### config.mk
export PLATFORM = sky130hd
export DESIGN_NAME = div_top
export DESIGN_NICKNAME = d
export VERILOG_FILES = /design/src/hdl/div_pkg.sv /design/src/hdl/div_if.sv /design/src/hdl/cla_64.sv /design/src/hdl/div_fixup.sv /design/src/hdl/div_iter.sv /design/src/hdl/div_prep.sv /design/src/hdl/div_top.sv
export VERILOG_INCLUDE_DIRS = /design/src /design/src/hdl
export SDC_FILE = /design/constraint.sdc
export NUM_CORES = 1
export LEC_CHECK = 0
export ABC_AREA = 1
export BUFFER_PORTS_ARGS = -buffer_cell sky130_fd_sc_hd__buf_2
export CORE_AREA = 2 2 323 229
export DETAILED_ROUTE_END_ITERATION = 10
export DIE_AREA = 0 0 325 231
export GPL_TIMING_DRIVEN = 0
export HOLD_SLACK_MARGIN = 0.08
export PLACE_DENSITY = 0.61
export SYNTH_ARGS = -nofsm -noshare
export SYNTH_HDL_FRONTEND = slang
export SYNTH_HIERARCHICAL = 1
export SYNTH_SLANG_ARGS = --single-unit
### constraint.sdc
create_clock -name clk -period 8.45 [get_ports clk]
set_input_delay 0.4225 -clock clk [delete_from_list [all_inputs] [get_ports clk]]
set_output_delay 0.4225 -clock clk [all_outputs]
set_load 0.05 [all_outputs]
### src/hdl/div_cfg.svh
`ifndef DIV_CFG_SVH
`define DIV_CFG_SVH

// operand and result width
`define DIV_XLEN 64

// one quotient bit per step
`define DIV_STEPS 64

// counts DIV_STEPS-1 down to zero
`define DIV_CNT_W 6

`endif

### src/hdl/div_pkg.sv
`include "div_cfg.svh"

package div_pkg;

  // operands and results
  typedef logic [`DIV_XLEN-1:0] xlen_t;

  // operand interpretation from div_type bit 0
  typedef enum logic {
    DIV_UNSIGNED = 1'b0,
    DIV_SIGNED   = 1'b1
  } div_sign_e;

  // result select from div_type bit 1
  typedef enum logic {
    DIV_SEL_QUO = 1'b0,
    DIV_SEL_REM = 1'b1
  } div_sel_e;

  // packed so the bit layout follows div_type
  typedef struct packed {
    div_sel_e  want_rem;
    div_sign_e is_signed;
  } div_op_t;

endpackage

### src/hdl/div_if.sv
// conditioned operands from prep to iter
interface div_opnd_if;
  import div_pkg::*;

  // accepted request, already masked by flush
  logic    start;
  div_op_t op;
  xlen_t   dividend_mag;
  xlen_t   divisor_pos;
  // two's complement of divisor_pos
  xlen_t   divisor_neg;
  // zero for unsigned operations
  logic    dividend_sign;
  logic    divisor_sign;

  modport prep (
    output start,
    output op,
    output dividend_mag,
    output divisor_pos,
    output divisor_neg,
    output dividend_sign,
    output divisor_sign
  );

  modport iter (
    input start,
    input op,
    input dividend_mag,
    input divisor_pos,
    input divisor_neg,
    input dividend_sign,
    input divisor_sign
  );
endinterface

// raw iteration state from iter to fixup
interface div_raw_if (
  input logic clk,
  input logic rst_n
);
  import div_pkg::*;

  logic    busy;
  // upper and lower halves of the working register
  xlen_t   rem_raw;
  xlen_t   quo_raw;
  div_op_t op;
  logic    dividend_sign;
  logic    divisor_sign;
  xlen_t   divisor_pos;

  modport iter (
    output busy,
    output rem_raw,
    output quo_raw,
    output op,
    output dividend_sign,
    output divisor_sign,
    output divisor_pos
  );

  modport fixup (
    input clk,
    input rst_n,
    input busy,
    input rem_raw,
    input quo_raw,
    input op,
    input dividend_sign,
    input divisor_sign,
    input divisor_pos
  );
endinterface

### src/hdl/cla_64.sv
module cla_64 (
  input  div_pkg::xlen_t a_64,
  input  div_pkg::xlen_t b_64,
  input  logic           cin_64,
  output div_pkg::xlen_t s_64,
  output logic           gx_64,
  output logic           px_64
);
  import div_pkg::*;

  localparam int NGRP = 16;
  localparam int NBLK = 4;

  xlen_t            g;
  xlen_t            p;
  xlen_t            c;
  logic [NGRP-1:0]  grp_g;
  logic [NGRP-1:0]  grp_p;
  logic [NGRP-1:0]  grp_c;
  logic [NBLK-1:0]  blk_g;
  logic [NBLK-1:0]  blk_p;
  logic [NBLK-1:0]  blk_c;

  // 4-wide lookahead cell returning {group g, group p, carries into each position}
  function automatic logic [5:0] lookahead4(
    input logic [3:0] gi,
    input logic [3:0] pi,
    input logic       ci
  );
    logic [3:0] cy;
    logic       gg;
    cy[0] = ci;
    cy[1] = gi[0] | (pi[0] & ci);
    cy[2] = gi[1] | (pi[1] & gi[0]) | (pi[1] & pi[0] & ci);
    cy[3] = gi[2] | (pi[2] & gi[1]) | (pi[2] & pi[1] & gi[0]) | (pi[2] & pi[1] & pi[0] & ci);
    gg = gi[3] | (pi[3] & gi[2]) | (pi[3] & pi[2] & gi[1]) | (pi[3] & pi[2] & pi[1] & gi[0]);
    return {gg, &pi, cy};
  endfunction

  always_comb begin
    logic [5:0] la;
    g = a_64 & b_64;
    p = a_64 ^ b_64;
    // group terms do not depend on any carry
    for (int i = 0; i < NGRP; i++) begin
      la = lookahead4(g[4*i +: 4], p[4*i +: 4], 1'b0);
      grp_g[i] = la[5];
      grp_p[i] = la[4];
    end
    for (int j = 0; j < NBLK; j++) begin
      la = lookahead4(grp_g[4*j +: 4], grp_p[4*j +: 4], 1'b0);
      blk_g[j] = la[5];
      blk_p[j] = la[4];
    end
    // top cell gives the carries into each 16-bit block
    la = lookahead4(blk_g, blk_p, cin_64);
    gx_64 = la[5];
    px_64 = la[4];
    blk_c = la[3:0];
    // push carries back down to groups, then to bits
    for (int j = 0; j < NBLK; j++) begin
      la = lookahead4(grp_g[4*j +: 4], grp_p[4*j +: 4], blk_c[j]);
      grp_c[4*j +: 4] = la[3:0];
    end
    for (int i = 0; i < NGRP; i++) begin
      la = lookahead4(g[4*i +: 4], p[4*i +: 4], grp_c[i]);
      c[4*i +: 4] = la[3:0];
    end
  end

  assign s_64 = p ^ c;

endmodule

### src/hdl/div_fixup.sv
module div_fixup (
  div_raw_if.fixup       raw,
  input  logic           div_valid,
  output logic           out_valid,
  output div_pkg::xlen_t result
);
  import div_pkg::*;

  logic  rem_neg;
  xlen_t rem_restored;
  xlen_t rem_signed;
  xlen_t quo_signed;

  // last quotient bit is clear exactly when the final remainder went negative
  assign rem_neg      = ~raw.quo_raw[0];
  assign rem_restored = rem_neg ? raw.rem_raw + raw.divisor_pos : raw.rem_raw;

  // truncating division takes the quotient sign from both operands
  assign quo_signed = (raw.dividend_sign ^ raw.divisor_sign) ?
                      ~raw.quo_raw + xlen_t'(1) : raw.quo_raw;
  // remainder follows the dividend
  assign rem_signed = raw.dividend_sign ? ~rem_restored + xlen_t'(1) : rem_restored;

  assign result = (raw.op.want_rem == DIV_SEL_REM) ? rem_signed : quo_signed;

  // a request in flight hides the old answer
  assign out_valid = ~raw.busy & ~div_valid;

  a_result_known: assert property (@(posedge raw.clk) disable iff (!raw.rst_n)
    out_valid |-> !$isunknown(result));

endmodule

### src/hdl/div_iter.sv
`include "div_cfg.svh"

module div_iter (
  input  logic     clk,
  input  logic     rst_n,
  input  logic     flush,
  div_opnd_if.iter opnd,
  div_raw_if.iter  raw
);
  import div_pkg::*;

  localparam int W = `DIV_XLEN;

  // partial remainder on top with dividend bits shifting out below as quotient bits shift in
  logic [2*W-1:0]        work;
  // bit 64 of the partial remainder for unsigned divisors above 2^63
  logic                  rem_top;
  logic [`DIV_CNT_W-1:0] step_cnt;
  logic                  busy;
  div_op_t               op_q;
  logic                  dividend_sign_q;
  logic                  divisor_sign_q;
  xlen_t                 divisor_pos_q;
  xlen_t                 divisor_neg_q;

  xlen_t shifted;
  xlen_t addend;
  xlen_t sum;
  logic  sub;
  logic  sum_gx;
  logic  sum_top;
  logic  q_bit;

  // subtract while the remainder is non-negative, add back otherwise
  assign sub     = ~rem_top;
  // low bits of 2R plus the next dividend bit
  assign shifted = work[2*W-2 -: W];
  assign addend  = sub ? divisor_neg_q : divisor_pos_q;

  cla_64 i_cla (
    .a_64   (shifted),
    .b_64   (addend),
    .cin_64 (1'b0),
    .s_64   (sum),
    .gx_64  (sum_gx),
    .px_64  ()
  );

  // bit 64 of the sum adds R[63], the addend sign and the carry out
  assign sum_top = work[2*W-1] ^ sub ^ sum_gx;
  assign q_bit   = ~sum_top;

  always_ff @(posedge clk or negedge rst_n) begin
    if (!rst_n) begin
      work            <= '0;
      rem_top         <= 1'b0;
      op_q            <= '0;
      dividend_sign_q <= 1'b0;
      divisor_sign_q  <= 1'b0;
      divisor_pos_q   <= '0;
      divisor_neg_q   <= '0;
    end else if (opnd.start) begin
      work            <= {{W{1'b0}}, opnd.dividend_mag};
      rem_top         <= 1'b0;
      op_q            <= opnd.op;
      dividend_sign_q <= opnd.dividend_sign;
      divisor_sign_q  <= opnd.divisor_sign;
      divisor_pos_q   <= opnd.divisor_pos;
      divisor_neg_q   <= opnd.divisor_neg;
    end else if (busy && !flush) begin
      work    <= {sum, work[W-2:0], q_bit};
      rem_top <= sum_top;
    end
  end

  always_ff @(posedge clk or negedge rst_n) begin
    if (!rst_n) begin
      busy     <= 1'b0;
      step_cnt <= '0;
    end else if (flush) begin
      busy     <= 1'b0;
      step_cnt <= '0;
    end else if (opnd.start) begin
      busy     <= 1'b1;
      step_cnt <= `DIV_CNT_W'(`DIV_STEPS - 1);
    end else if (busy) begin
      // last step happens on the edge that sees zero
      if (step_cnt == '0) begin
        busy <= 1'b0;
      end else begin
        step_cnt <= step_cnt - 1'b1;
      end
    end
  end

  assign raw.busy          = busy;
  assign raw.rem_raw       = work[2*W-1:W];
  assign raw.quo_raw       = work[W-1:0];
  assign raw.op            = op_q;
  assign raw.dividend_sign = dividend_sign_q;
  assign raw.divisor_sign  = divisor_sign_q;
  assign raw.divisor_pos   = divisor_pos_q;

  // idle unit has no steps left
  a_idle_cnt_zero: assert property (@(posedge clk) disable iff (!rst_n)
    !busy |-> (step_cnt == '0));

  // only flush cuts a division short
  a_busy_until_done: assert property (@(posedge clk) disable iff (!rst_n)
    (busy && (step_cnt != '0) && !flush) |=> busy);

endmodule

### src/hdl/div_prep.sv
`include "div_cfg.svh"

module div_prep (
  input  div_pkg::xlen_t   dividend,
  input  div_pkg::xlen_t   divisor,
  input  logic             div_valid,
  input  logic             flush,
  input  div_pkg::div_op_t div_type,
  div_opnd_if.prep         opnd
);
  import div_pkg::*;

  xlen_t dividend_neg;
  xlen_t divisor_neg;
  logic  dividend_s;
  logic  divisor_s;

  assign dividend_neg = ~dividend + xlen_t'(1);
  assign divisor_neg  = ~divisor + xlen_t'(1);

  // sign bits only count for signed operations
  assign dividend_s = (div_type.is_signed == DIV_SIGNED) & dividend[`DIV_XLEN-1];
  assign divisor_s  = (div_type.is_signed == DIV_SIGNED) & divisor[`DIV_XLEN-1];

  // flush wins over a request in the same cycle
  assign opnd.start = div_valid & ~flush;
  assign opnd.op    = div_type;

  assign opnd.dividend_mag = dividend_s ? dividend_neg : dividend;
  assign opnd.divisor_pos  = divisor_s ? divisor_neg : divisor;
  // a negative divisor already is minus its magnitude
  assign opnd.divisor_neg  = divisor_s ? divisor : divisor_neg;

  assign opnd.dividend_sign = dividend_s;
  assign opnd.divisor_sign  = divisor_s;

endmodule

### src/hdl/div_top.sv
module div_top (
  input  logic           clk,
  input  logic           rst_n,
  input  div_pkg::xlen_t dividend,
  input  div_pkg::xlen_t divisor,
  input  logic           div_valid,
  input  logic [1:0]     div_type,
  input  logic           flush,
  output logic           out_valid,
  output div_pkg::xlen_t result
);
  import div_pkg::*;

  div_op_t op_req;

  // bit 0 signed, bit 1 remainder
  assign op_req = div_op_t'(div_type);

  div_opnd_if opnd ();

  div_raw_if raw (
    .clk   (clk),
    .rst_n (rst_n)
  );

  div_prep i_prep (
    .dividend  (dividend),
    .divisor   (divisor),
    .div_valid (div_valid),
    .flush     (flush),
    .div_type  (op_req),
    .opnd      (opnd.prep)
  );

  div_iter i_iter (
    .clk   (clk),
    .rst_n (rst_n),
    .flush (flush),
    .opnd  (opnd.iter),
    .raw   (raw.iter)
  );

  div_fixup i_fixup (
    .raw       (raw.fixup),
    .div_valid (div_valid),
    .out_valid (out_valid),
    .result    (result)
  );

endmodule

==> results.toml <==
[routing]
viasPerCell = 5.442
drc = 0
vias = 37740
drt_pass1_iterations = 6
ant_nets = 0
routed_wl_um = 143100
drt_iter0_markers = 4635
routedWlPerCell_um = 20.63

[clock_network]
clk_latency_ns = 0.62
cts_tree = "done"
max-clock-path-buffers = 3
clockRootBuffer = "clkbuf_16"
ctsHtreeMaxLevel = 1
cts.clk_slew.worst_paths_ns = 0.07
postCtsResizedCells = 0
cts_sinks = 267
cts_buffers = 29

[timing]
maxSlewHeadroom_pct = -5.472
fin_crit_ns = 7.176
holdWs_ns = 0.1599
maxSlewViolCount = 5
worst_slew_pin_slew_ns = 1.566
setup_viol_count_final = 0
setup_slack_ns = 1.274
rsz0062_at_grt = "false"
hold_viol = 0
clock.fmax_mhz = 139.4
fin_setup_tns_ns = 0
finalCritPeriodShare_pct = 84.93
fin_worst_skew_ns = 0.02594

[flow_run]
cap_viol_max_count = 1

[worst_setup_path]
path_buf_inv = 10
crit_slowest_cell = "nor4_1"
cp-end-kind = "output port"
crit_family = "buffers and inverters"
startpoint_type = "register"
critPathMostFrequentCell = "buf_2"
path_class = "reg2out"
path_max_fanout = 10
crit_chain = "inv_1 -> buf_6 -> buf_4 -> buf_2 -> buf_4 -> buf_2 -> buf_2 -> ha_1 -> inv_1 -> nor3_2 -> nand2_1 -> inv_1 -> nand3_1 -> nor2_2 -> nand4_2 -> nor4_1 -> nand3_1 -> o21ai_0 -> o21ai_0 -> a21oi_1 -> o21ai_0 -> nand2_1 -> buf_2"
cp.arrival_ns = 6.75
critical_path_required_ns = 8.03
slowest_delay_ns = 0.75

[power]
vdd_drop_max_v = 0.0001986
power.density_mw_per_mm2 = 220.7
power_frac_seq_pct = 22.8
p_clk_share_pct = 16.7
sw_frac_of_total_pct = 54.66
leakagePower_nw = 19.33
internal-power_w = 0.003532
p_sw_w = 0.004259
p_comb_share_pct = 60.5

[die]
rows = 83
core_area_mm2 = 0.07238
dieArea_mm2 = 0.07508
fp.dieW_um = 325
die-height_um = 231
ios = 199
start_util_pct = 44.28

[place]
dp_cells = 6877
port_buffers = 197
dpl_worst_slack_ns = 2.321
gp_congestion = 1.060
hpwl_um = 122100

[grt]
grt_max_degree = 114
grt_antenna_before_repair = 3
grtUsageTotal_pct = 37.24
grt_pass1_wl_um = 210100
first_global_vias = 33580
grt_overflow = 0

[status]
status = "finished with violations"
violations = "capacitance limit, slew limit"

[yosys]
synth_cells = 5698
synth_area_mm2 = 0.03205
synth.avg_cell_area_um2 = 5.625
yosys_warnings = 6

[hold_path]
min_path_type = "in2reg"

[layout]
area_growth_syn_to_layout_pct = 10.16
fin_nets = 6217
stdcell_count = 6935
drive_gt1_share_pct = 8.428
## power by group through the flow
stage | logic (W) | clock network, W | registers [W]
6_report | 0.00471 | 0.00130 | 0.00178
5_1_grt | 0.00518 | 0.00138 | 0.00180
4_1_cts | 0.00460 | 0.00133 | 0.00177
3_5_place_dp | 0.00457 | 0 | 0.00180
3_3_place_gp | 0.00453 | 0 | 0.00179
2_1_floorplan | 0.00327 | 0 | 0.00167
## repair_timing
item | 4_1_cts | 5_1_grt
setup buffers | 0 | 0
hold buffers | 2 | 0
hold endpoints to repair | 83 | 0
setup endpoints to repair | 0 | 0
## cells in the final DEF, fill, tap and decap left out, types with 9 or more instances in the layout
cell type / n
nand3b_1: 36
inv_1: 779
o21ai_1: 25
buf_1: 19
o21ai_0: 284
o22ai_1: 15
nor4_1: 16
clkbuf_1: 73
xnor2_1: 42
dfrtp_1: 267
nand3_1: 469
nand2_1: 2310
nor2_2: 29
inv_2: 10
nor3_1: 45
o221ai_1: 61
nor2_1: 525
buf_4: 12
o21bai_1: 10
nand3_2: 19
o31ai_1: 9
and2_1: 10
nand4_1: 49
nand2_2: 30
fa_1: 17
buf_2: 264
a21o_1: 9
clkbuf_16: 29
a21oi_1: 157
nor2_4: 21
ha_1: 133
xor2_1: 56
or2_2: 26
## area by class of cell
cell class,instances,area (um2)
Sequential cell,267,6681
Timing Repair Buffer,201,1071
Fill cell,8114,37080
Multi-Input combinational cell,4472,21620
Antenna cell,2,5.005
Tap cell,977,1222
Clock buffer,37,805.8
Clock inverter,17,140.1
Inverter,791,2972
Buffer,171,787.0
## sequential cells by signal, indices dropped and copies added, names as in the netlist, 6 cells and up
signal and count:
i_iter/raw.divisor_pos 64, i_iter/divisor_neg_q 64, i_iter/work 128, i_iter/step_cnt 6
## worst reg2reg max path, stage by stage (launching register included)
cell and delay [ns]:
dfrtp_1 0.48, buf_2 0.39, clkbuf_1 0.82, o21ai_0 0.36, ha_1 0.41, a21oi_1 0.22, inv_1 0.08, a21oi_1 0.22
nor2_1 0.07, nor3_1 0.31, o2111ai_1 0.20, nand2_1 0.11, nand3_1 0.33, o21ai_0 0.34
## layer usage
metal,vias up,share of wire [%],track usage (%)
met3,92,13,13.46
met2,1626,36,47.74
met1,17590,50,58.87
met4,0,1.2,4.340
met5,-,0,0
li1,18440,-,-
## path summary, 6_finish.rpt
path,start,to,slack [ns],cells past startpoint
max,i_iter/work[0]$_DFFE_PN0P_,result[60],1.27,23
min,flush,i_iter/raw.busy$_DFF_PN0_,0.16,2
max reg2reg,i_iter/rem_top$_DFFE_PN0P_,i_iter/rem_top$_DFFE_PN0P_,4.01,13
min reg2reg,i_iter/raw.op[1]$_DFFE_PN0P_,i_iter/raw.op[1]$_DFFE_PN0P_,0.48,2
max in group asynchronous,rst_n,i_iter/work[63]$_DFFE_PN0P_,6.94,3
min in group asynchronous,rst_n,i_iter/divisor_neg_q[4]$_DFFE_PN0P_,0.40,2
## metrics by stage
stage / cell area, um2 / power, W / utilization, %
after floorplan: 32060 / 0.004937 / -
after global placement: 34270 / 0.006330 / 47.35
after detailed placement: 34340 / 0.006369 / 47.44
after CTS: 35300 / 0.007708 / 48.77
after global routing: 35300 / 0.008358 / 48.77
final: 35310 / 0.007791 / 48.78
No activity file was read; power rests on OpenSTA's default activity.
